$ cat src/mackbd_pkg.sv
package mackbd_pkg;

	localparam int BYTE_W = 8;
	localparam int CODE_W = 7;
	localparam int SCAN_W = BYTE_W + 1;         // Extended flag on top of the scan byte

	typedef logic [BYTE_W-1:0] byte_t;
	typedef logic [CODE_W-1:0] mac_code_t;
	typedef logic [SCAN_W-1:0] scan_t;

	// PS/2 keyboard protocol bytes
	localparam byte_t PS2_BAT_OK   = 8'haa;     // Self-test passed
	localparam byte_t PS2_ACK      = 8'hfa;
	localparam byte_t PS2_RELEASE  = 8'hf0;     // Break prefix
	localparam byte_t PS2_EXTEND   = 8'he0;
	localparam byte_t PS2_SET_LEDS = 8'hed;
	localparam byte_t PS2_RESET    = 8'hff;

	localparam byte_t SCAN_CAPSLOCK = 8'h58;

	// LED byte layout, num lock is always lit
	localparam int NUM_LED_BIT  = 1;
	localparam int CAPS_LED_BIT = 2;

	// Commands from the Mac
	localparam byte_t MAC_CMD_INQUIRY = 8'h10;
	localparam byte_t MAC_CMD_INSTANT = 8'h14;
	localparam byte_t MAC_CMD_MODEL   = 8'h16;
	localparam byte_t MAC_CMD_TEST    = 8'h36;

	// Replies to the Mac
	localparam byte_t MAC_MODEL_REPLY = 8'h03;
	localparam byte_t MAC_TEST_ACK    = 8'h7d;
	localparam byte_t MAC_NULL        = 8'h7b;

	localparam int RELEASE_BIT = 7;             // Set in a reply for a key going up

	// Key number that encodes as the null reply
	localparam mac_code_t MAC_KEY_NULL = 7'h3d;

	typedef enum logic [1:0] {
		INIT,
		LED_CMD,
		LED_VAL,
		READY
	} link_state_t;

endpackage

$ cat src/key_if.sv
interface key_if;

	logic                  pending;    // A translated key waits for the Mac
	mackbd_pkg::mac_code_t code;
	logic                  released;   // Key went up
	logic                  pop;        // Consumer takes or flushes the key

	modport driver (
		output pending,
		output code,
		output released,
		input  pop
	);

	modport consumer (
		input  pending,
		input  code,
		input  released,
		output pop
	);

endinterface

$ cat src/ps2_link_ctrl.sv
module ps2_link_ctrl (
	input  logic                sysclk,
	input  logic                reset,
	input  logic                ps2_strobe,
	input  mackbd_pkg::byte_t   ps2_byte,
	input  logic                ps2_timeout,
	input  logic                capslock,
	output logic                ps2_req,
	output mackbd_pkg::byte_t   ps2_send_byte,
	output logic                link_ready
);

	mackbd_pkg::link_state_t state;
	mackbd_pkg::link_state_t state_next;
	logic                    req_next;
	mackbd_pkg::byte_t       byte_next;
	mackbd_pkg::byte_t       led_byte;
	logic                    link_event;
	logic                    got_bat;
	logic                    got_ack;

	assign link_event = ps2_strobe || ps2_timeout;
	assign got_bat    = ps2_strobe && (ps2_byte == mackbd_pkg::PS2_BAT_OK);
	assign got_ack    = ps2_strobe && (ps2_byte == mackbd_pkg::PS2_ACK);
	assign link_ready = (state == mackbd_pkg::READY);

	always_comb begin
		led_byte = '0;
		led_byte[mackbd_pkg::NUM_LED_BIT]  = 1'b1;
		led_byte[mackbd_pkg::CAPS_LED_BIT] = capslock;
	end

	always_comb begin
		state_next = state;
		req_next   = 1'b0;
		byte_next  = mackbd_pkg::PS2_RESET;     // Default answer to anything unexpected
		if (link_event) begin
			case (state)
				mackbd_pkg::INIT: begin
					if (got_bat) begin
						req_next   = 1'b1;
						byte_next  = mackbd_pkg::PS2_SET_LEDS;
						state_next = mackbd_pkg::LED_CMD;
					end else if (!got_ack) begin
						req_next = 1'b1;                // Stray ack is tolerated
					end
				end
				mackbd_pkg::LED_CMD: begin
					req_next = 1'b1;
					if (got_ack) begin
						byte_next  = led_byte;
						state_next = mackbd_pkg::LED_VAL;
					end else begin
						state_next = mackbd_pkg::INIT;
					end
				end
				mackbd_pkg::LED_VAL: begin
					if (got_ack) begin
						state_next = mackbd_pkg::READY;
					end else begin
						req_next   = 1'b1;
						state_next = mackbd_pkg::INIT;
					end
				end
				default: begin
				end                                     // READY, key traffic only
			endcase
		end
	end

	always_ff @(posedge sysclk or posedge reset) begin
		if (reset) begin
			state   <= mackbd_pkg::INIT;
			ps2_req <= 1'b0;
		end else begin
			state   <= state_next;
			ps2_req <= req_next;
		end
	end

	always_ff @(posedge sysclk) begin
		ps2_send_byte <= byte_next;
	end

	// The wire driver needs a gap between two send requests
	assert property (@(posedge sysclk) disable iff (reset) ps2_req |=> !ps2_req);

endmodule

$ cat src/scancode_map.sv
module scancode_map (
	input  mackbd_pkg::scan_t     scan,
	output mackbd_pkg::mac_code_t code
);

	// Set 2 scan codes, bit 8 is the e0 prefix
	always_comb begin
		case (scan)
			9'h01c: code = 7'h00;   // a
			9'h01b: code = 7'h01;   // s
			9'h023: code = 7'h02;   // d
			9'h02b: code = 7'h03;   // f
			9'h033: code = 7'h04;   // h
			9'h034: code = 7'h05;   // g
			9'h01a: code = 7'h06;   // z
			9'h022: code = 7'h07;   // x
			9'h021: code = 7'h08;   // c
			9'h02a: code = 7'h09;   // v
			9'h032: code = 7'h0b;   // b
			9'h015: code = 7'h0c;   // q
			9'h01d: code = 7'h0d;   // w
			9'h024: code = 7'h0e;   // e
			9'h02d: code = 7'h0f;   // r
			9'h035: code = 7'h10;   // y
			9'h02c: code = 7'h11;   // t
			9'h016: code = 7'h12;   // 1
			9'h01e: code = 7'h13;   // 2
			9'h026: code = 7'h14;   // 3
			9'h025: code = 7'h15;   // 4
			9'h036: code = 7'h16;   // 6
			9'h02e: code = 7'h17;   // 5
			9'h046: code = 7'h19;   // 9
			9'h03d: code = 7'h1a;   // 7
			9'h03e: code = 7'h1c;   // 8
			9'h045: code = 7'h1d;   // 0
			9'h044: code = 7'h1f;   // o
			9'h03c: code = 7'h20;   // u
			9'h043: code = 7'h22;   // i
			9'h04d: code = 7'h23;   // p
			9'h05a: code = 7'h24;   // Enter
			9'h04b: code = 7'h25;   // l
			9'h03b: code = 7'h26;   // j
			9'h042: code = 7'h28;   // k
			9'h031: code = 7'h2d;   // n
			9'h03a: code = 7'h2e;   // m
			9'h00d: code = 7'h30;   // Tab
			9'h029: code = 7'h31;   // Space
			9'h066: code = 7'h33;   // Backspace
			9'h012: code = 7'h38;   // Left shift
			9'h059: code = 7'h38;   // Right shift
			9'h061: code = 7'h38;   // International key next to left shift
			9'h011: code = 7'h37;   // Left alt as command
			9'h111: code = 7'h37;   // Right alt as command
			9'h11f: code = 7'h3a;   // Windows key as option
			9'h058: code = 7'h39;   // Caps lock
			default: code = mackbd_pkg::MAC_KEY_NULL;
		endcase
	end

endmodule

$ cat src/scan_decoder.sv
module scan_decoder (
	input  logic              sysclk,
	input  logic              reset,
	input  logic              ps2_strobe,
	input  mackbd_pkg::byte_t ps2_byte,
	input  logic              link_ready,
	output logic              capslock,
	key_if.driver             key
);

	logic                  accept;
	logic                  is_release;
	logic                  is_extend;
	logic                  is_caps;
	logic                  caps_filter;
	logic                  key_take;
	logic                  release_flag;
	logic                  extend_flag;
	mackbd_pkg::scan_t     scan;
	mackbd_pkg::mac_code_t map_code;

	assign accept      = link_ready && ps2_strobe;
	assign is_release  = (ps2_byte == mackbd_pkg::PS2_RELEASE);
	assign is_extend   = (ps2_byte == mackbd_pkg::PS2_EXTEND);
	assign is_caps     = (ps2_byte == mackbd_pkg::SCAN_CAPSLOCK);
	assign caps_filter = is_caps && capslock;       // Typematic repeats and the first release
	assign key_take    = accept && !is_release && !is_extend && !caps_filter;
	assign scan        = {extend_flag, ps2_byte};

	scancode_map scancode_map_i (
		.scan (scan),
		.code (map_code)
	);

	always_ff @(posedge sysclk or posedge reset) begin
		if (reset) begin
			release_flag <= 1'b0;
			extend_flag  <= 1'b0;
			capslock     <= 1'b0;
		end else if (accept) begin
			if (is_release) begin
				release_flag <= 1'b1;
			end else if (is_extend) begin
				extend_flag <= 1'b1;
			end else begin
				release_flag <= 1'b0;
				extend_flag  <= 1'b0;
				if (is_caps && !release_flag) begin
					capslock <= ~capslock;          // Toggle on press only
				end
			end
		end
	end

	// One-deep latch, a key arriving while full is lost
	always_ff @(posedge sysclk or posedge reset) begin
		if (reset) begin
			key.pending <= 1'b0;
		end else if (key.pop) begin
			key.pending <= 1'b0;
		end else if (key_take) begin
			key.pending <= 1'b1;
		end
	end

	always_ff @(posedge sysclk) begin
		if (key_take && !key.pending) begin
			key.code     <= map_code;
			key.released <= release_flag;
		end
	end

	// A strobed byte is fully driven
	assert property (@(posedge sysclk) disable iff (reset)
		ps2_strobe |-> !$isunknown(ps2_byte));

endmodule

$ cat src/mac_responder.sv
module mac_responder #(
	parameter int unsigned SHORT_TICKS = 4095,
	parameter int unsigned LONG_TICKS  = 4194303
) (
	input  logic              sysclk,
	input  logic              reset,
	input  mackbd_pkg::byte_t mac_cmd,
	input  logic              mac_cmd_strobe,
	key_if.consumer           key,
	output mackbd_pkg::byte_t mac_reply,
	output logic              mac_reply_strobe
);

	localparam int TIMER_W = $clog2(LONG_TICKS + 1);
	localparam logic [TIMER_W-1:0] SHORT_VAL = TIMER_W'(SHORT_TICKS);
	localparam logic [TIMER_W-1:0] LONG_VAL  = TIMER_W'(LONG_TICKS);

	logic [TIMER_W-1:0] pace_timer;
	logic               short_tick;
	logic               long_tick;
	logic               cmd_inquiry;
	logic               cmd_instant;
	logic               cmd_model;
	logic               cmd_test;
	logic               inquiry_armed;
	logic               pop_key;
	mackbd_pkg::byte_t  key_byte;

	// Latest command wins, an unknown byte leaves none latched
	always_ff @(posedge sysclk or posedge reset) begin
		if (reset) begin
			cmd_inquiry <= 1'b0;
			cmd_instant <= 1'b0;
			cmd_model   <= 1'b0;
			cmd_test    <= 1'b0;
		end else if (mac_cmd_strobe) begin
			cmd_inquiry <= (mac_cmd == mackbd_pkg::MAC_CMD_INQUIRY);
			cmd_instant <= (mac_cmd == mackbd_pkg::MAC_CMD_INSTANT);
			cmd_model   <= (mac_cmd == mackbd_pkg::MAC_CMD_MODEL);
			cmd_test    <= (mac_cmd == mackbd_pkg::MAC_CMD_TEST);
		end
	end

	// Pace timer restarts on each command and parks at the long tick
	always_ff @(posedge sysclk or posedge reset) begin
		if (reset) begin
			pace_timer <= '0;
		end else if (mac_cmd_strobe) begin
			pace_timer <= '0;
		end else if (!long_tick) begin
			pace_timer <= pace_timer + 1'b1;
		end
	end

	assign short_tick = (pace_timer == SHORT_VAL);
	assign long_tick  = (pace_timer == LONG_VAL);

	// Inquiry answers no earlier than the short tick
	always_ff @(posedge sysclk or posedge reset) begin
		if (reset) begin
			inquiry_armed <= 1'b0;
		end else if (mac_cmd_strobe || mac_reply_strobe) begin
			inquiry_armed <= 1'b0;
		end else if (short_tick) begin
			inquiry_armed <= cmd_inquiry;
		end
	end

	assign pop_key = (cmd_instant && short_tick) ||
	                 (inquiry_armed && long_tick) ||
	                 (inquiry_armed && key.pending);

	// Model and test replies also flush any waiting key
	assign key.pop = pop_key || cmd_model || cmd_test;

	assign mac_reply_strobe = ((cmd_model || cmd_test) && short_tick) || pop_key;

	always_comb begin
		key_byte = {key.code, 1'b1};
		key_byte[mackbd_pkg::RELEASE_BIT] = key.released;
	end

	always_comb begin
		if (cmd_test) begin
			mac_reply = mackbd_pkg::MAC_TEST_ACK;
		end else if (cmd_model) begin
			mac_reply = mackbd_pkg::MAC_MODEL_REPLY;
		end else if (key.pending) begin
			mac_reply = key_byte;
		end else begin
			mac_reply = mackbd_pkg::MAC_NULL;       // Nothing to report
		end
	end

	// Waiting key stays put until it is taken
	assert property (@(posedge sysclk) disable iff (reset)
		key.pending && $past(key.pending) |-> $stable(key.code) && $stable(key.released));

endmodule

$ cat src/ps2_mac_kbd.sv
module ps2_mac_kbd #(
	parameter int unsigned SHORT_TICKS = 4095,
	parameter int unsigned LONG_TICKS  = 4194303
) (
	input  logic              sysclk,
	input  logic              reset,
	input  logic              ps2_strobe,
	input  mackbd_pkg::byte_t ps2_byte,
	input  logic              ps2_timeout,
	output logic              ps2_req,
	output mackbd_pkg::byte_t ps2_send_byte,
	input  mackbd_pkg::byte_t mac_cmd,
	input  logic              mac_cmd_strobe,
	output mackbd_pkg::byte_t mac_reply,
	output logic              mac_reply_strobe
);

	logic capslock;
	logic link_ready;

	key_if key_bus ();

	ps2_link_ctrl ps2_link_ctrl_i (
		.sysclk        (sysclk),
		.reset         (reset),
		.ps2_strobe    (ps2_strobe),
		.ps2_byte      (ps2_byte),
		.ps2_timeout   (ps2_timeout),
		.capslock      (capslock),
		.ps2_req       (ps2_req),
		.ps2_send_byte (ps2_send_byte),
		.link_ready    (link_ready)
	);

	scan_decoder scan_decoder_i (
		.sysclk     (sysclk),
		.reset      (reset),
		.ps2_strobe (ps2_strobe),
		.ps2_byte   (ps2_byte),
		.link_ready (link_ready),
		.capslock   (capslock),
		.key        (key_bus.driver)
	);

	mac_responder #(
		.SHORT_TICKS (SHORT_TICKS),
		.LONG_TICKS  (LONG_TICKS)
	) mac_responder_i (
		.sysclk           (sysclk),
		.reset            (reset),
		.mac_cmd          (mac_cmd),
		.mac_cmd_strobe   (mac_cmd_strobe),
		.key              (key_bus.consumer),
		.mac_reply        (mac_reply),
		.mac_reply_strobe (mac_reply_strobe)
	);

endmodule

$ cat config.mk
export PLATFORM = sky130hd
export DESIGN_NAME = ps2_mac_kbd
export DESIGN_NICKNAME = d
export VERILOG_FILES = /design/src/mackbd_pkg.sv /design/src/key_if.sv /design/src/ps2_link_ctrl.sv /design/src/scancode_map.sv /design/src/scan_decoder.sv /design/src/mac_responder.sv /design/src/ps2_mac_kbd.sv
export SDC_FILE = /design/constraint.sdc
export NUM_CORES = 1
export LEC_CHECK = 0
export BUFFER_PORTS_ARGS = -buffer_cell sky130_fd_sc_hd__buf_4
export CAP_MARGIN = 20
export CORE_ASPECT_RATIO = 0.5
export CORE_UTILIZATION = 59
export DETAILED_ROUTE_END_ITERATION = 8
export PLACE_DENSITY = 0.77
export SETUP_SLACK_MARGIN = 0.3
export SYNTH_ARGS = -nofsm -noshare
export SYNTH_HDL_FRONTEND = slang
export SYNTH_SLANG_ARGS = --single-unit
$ cat constraint.sdc
create_clock -name sysclk -period 2.84 [get_ports sysclk]
set_input_delay 0.142 -clock sysclk [delete_from_list [all_inputs] [get_ports sysclk]]
set_output_delay 0.142 -clock sysclk [all_outputs]
set_load 0.05 [all_outputs]
==> results.md <==
* Detailed Route WL at 8.91 mm
* Worst skew pair latency at 300 ps
* Most used DFF post-synth: dfrtp_1
* Number of global-route vias before repair at around 2900
* Ant diodes at 0
* First-pass iteration count of the detailed router at 5
* Post-Syn Area at 3270 µm²
* Register area share after synthesis at between 30% and 40%
* Most frequent cells in the layout: buf_4 (42), dfrtp_1 (34), nor2_1 (32), nand2_1 (25), nor3_1 (21)
* Worst Max-Slew Pin Slew at around 570 ps
* Pin count of the biggest net entering global routing at 35
* Initial DRC count at 420
* Maximum vdd drop at 0.283 mV
* Via/cell ratio at 6.65
* DRT met1 WL at 3.65 mm
* Die area at about 5900 µm²
* Grt total ovfl at 0
* WP data required at 2700 ps
* Routed Antenna Nets at 0
* Clock Sink Count at 45
* Crit-path max FO at 7
* Num rows at 18
* Crit-path max cell delay at 400 ps
* Synthesis-stage register bit count at 45
* Post-CTS setup buffers at 0
* Crit-path most repeated cell: buf_4
* Reg-to-reg setup timing slack at 490 ps
* P per Cell Area at 393 nW/µm²
* Commonest non-fill, non-tap cell in the layout: buf_4
* GRT Overall Usage at around 31%
* Fin Hold WS at 60.8 ps
* Critical path class: reg -> out
* Max_cap viols at 0
* Highest metal used: met4
* Buf/Inv on CP at 2
* Crit-path cells: ha_1 > nand2_1 > nor3_1 > buf_4 > and3_2 > o21a_1 > o21bai_1 > buf_4
* Syn Area/Cell at 8.45 µm²
* Layout cells sized above 1 at between 10% and 20%
* Post-synth EDFFs at 7
* Period utilisation layout at between 80% and 90%
* Cells after Synth at 387
* DR DRC count at 0
* Met2 Wirelength at roughly 4.4 mm
* Metal3 WL at 649 µm
* Top cell family by delay on the critical path: simple AND/OR/NAND/NOR gates
* Nets at 435
* CP Launch Type: flip-flop
* Layout Area Growth over Synthesis at 12.6%
* Worst min path class: in -> reg
* Clk slew on worst S/H paths at 90 ps
* Leakage dissipation at 0.00143 µW
* Initial Util at 63.7%
* FFs w/ async S/R, synth at ~76%
* Die Wd at 107 µm
* Wirelength per Cell at 18.6 µm
* Critical path arrival at ~2300 ps
* Antenna violations before repair at 0
* Dpl hpwl at 6.17 mm
* Clock Skew at 10.1 ps
* Setup TNS at 0 ps
* Hold Fails Final Rpt at 0
* Via count at between 3000 and 4000
* Die H at 54.6 µm
* First-pass GRT wire length at 13.8 mm
* Slew HR at 61.3%
* Depth of the CTS H-tree at 2
* I/O pin total at 39
* Crit path time final at 2450 ps
* Clock Root Buffer: clkbuf_8
* Library cells used by synthesis at 73
* Final setup fails at 0
* CTS max path bufs at 2
* Crit-path slowest cell: dfrtp_1
* Status: complete, no violations
* Final Core Density at between 70% and 80%
* CTS Buf Count at 5
* RSZ-0062 raised after global routing: no
* GP Congestion at 0.987
* Port bufs at 37
* Fillers at 366
* Placeable Area at 5130 µm²
* CP endpoint kind: output port
* Max Clk Rate at 0.409 GHz
* Net Count, Synth at about 410
* Max Slew Vio Count at 0
* TritonCTS clock tree: done
* Warnings from Yosys at 0
-- cells in the mapped netlist, types with 2 or more instances --
cell type / count / area [µm²]
nand4bb_1: 2 / 22.5
o21ai_0: 13 / 65.1
nand3b_1: 8 / 60.1
xor2_1: 13 / 114
and3_1: 4 / 25.0
buf_2: 4 / 20.0
nor4_1: 8 / 50.1
nand3_1: 19 / 95.1
mux2i_1: 2 / 20.0
nor2_1: 32 / 120
nand4_1: 13 / 81.3
or2_2: 4 / 25.0
clkbuf_2: 2 / 10.0
edfxtp_1: 7 / 210
o211ai_1: 3 / 22.5
and4_1: 3 / 26.3
nor2b_1: 15 / 93.8
o2111ai_1: 2 / 17.5
ha_1: 5 / 62.6
a41oi_1: 2 / 17.5
a31oi_1: 7 / 43.8
nand2b_1: 7 / 43.8
a21o_1: 2 / 15.0
buf_4: 5 / 37.5
o22ai_1: 7 / 43.8
o32ai_1: 5 / 43.8
nor3b_1: 3 / 22.5
nor3_1: 21 / 105
inv_1: 17 / 63.8
a21oi_1: 13 / 65.1
or4b_4: 3 / 41.3
a211oi_1: 4 / 30.0
or3_1: 3 / 18.8
nand2_1: 25 / 93.8
dfrtp_1: 34 / 851
o21a_1: 3 / 22.5
clkbuf_1: 16 / 60.1
o31ai_1: 2 / 15.0
xnor2_1: 6 / 52.6
or4_1: 4 / 30.0
or3b_2: 2 / 17.5
dfxtp_1: 4 / 80.1
nor4b_1: 3 / 26.3
-- stage by stage --
step                cells  cell area (µm²)  total power (µW)  worst slack (ps)
floorplan             387             3270               919               629
global placement      471             3540               992               620
detailed placement    471             3540              1010               554
CTS                   480             3660              1450               396
global route          480             3680              1510               314
finish                480             3680              1450               393
-- area by class of cell --
type	instances	area, µm²	share of cell area (%)
Clock buffer	7	97.6	2.65
Clock inverter	1	8.76	0.238
Inverter	17	63.8	1.73
Multi-Input combinational cell	297	1960	53.2
Sequential cell	45	1140	31.0
Tap cell	70	87.6	2.38
Timing Repair Buffer	43	325	8.83
-- final timing paths --
check                                               from                       endpoint  depth (start not counted)
max in group asynchronous                          reset       mac_responder_i.cmd_test                          4
hold / removal                                mac_cmd[1]    mac_responder_i.cmd_instant                          2
hold reg to reg                  scan_decoder_i.capslock        scan_decoder_i.capslock                          1
setup / recovery           mac_responder_i.pace_timer[0]               mac_reply_strobe                          8
min in group asynchronous                          reset  mac_responder_i.pace_timer[7]                          4
setup reg to reg              scan_decoder_i.extend_flag     scan_decoder_i.key.code[3]                          6
-- power by group --
part / leakage (µW) / switching [µW] / internal (µW)
Clock: 0.0000536 / 218 / 229
Sequential: 0.000564 / 16.9 / 673
Combinational: 0.000813 / 201 / 112
-- sequential cells by signal, summed over array words and instances, names as in the netlist --
name and count:
scan_decoder_i.extend_flag 1, mac_responder_i.cmd_instant 1, mac_responder_i.cmd_model 1, mac_responder_i.cmd_test 1, scan_decoder_i.key.code 6, scan_decoder_i.key.released 1
mac_responder_i.inquiry_armed 1, ps2_link_ctrl_i.ps2_req 1, scan_decoder_i.key.pending 1, ps2_link_ctrl_i.state 2, mac_responder_i.pace_timer 22, mac_responder_i.cmd_inquiry 1
ps2_link_ctrl_i.ps2_send_byte 4, scan_decoder_i.capslock 1, scan_decoder_i.release_flag 1
-- metal layers --
metal	track usage (%)	up-vias
met2	54.4	171
met4	15.1	0
met1	37.2	1516
met3	7.02	29
met5	0	-
li1	-	1477
-- cell families after synthesis --
logic type / Yosys count / share of synthesized area [%]
adder cells (fa/ha/maj): 5 / 1.91
multiplexers: 2 / 0.612
AO/OA/AOI/OAI: 82 / 17.8
flip-flops: 45 / 34.9
buffers and inverters: 45 / 5.97
XOR/XNOR: 19 / 5.09
AND/OR/NAND/NOR: 188 / 33.7
other: 1 / 0.115
-- repair_timing --
item / CTS / global route
cloned: 0 / 0
pin swaps: 0 / 0
setup endpoints to repair: 1 / 1
endpoints found under the hold margin: 34 / 0
hold buffers: 1 / 0
resized for setup: 1 / 3
Note: power is estimated with default switching activity, not from simulation.
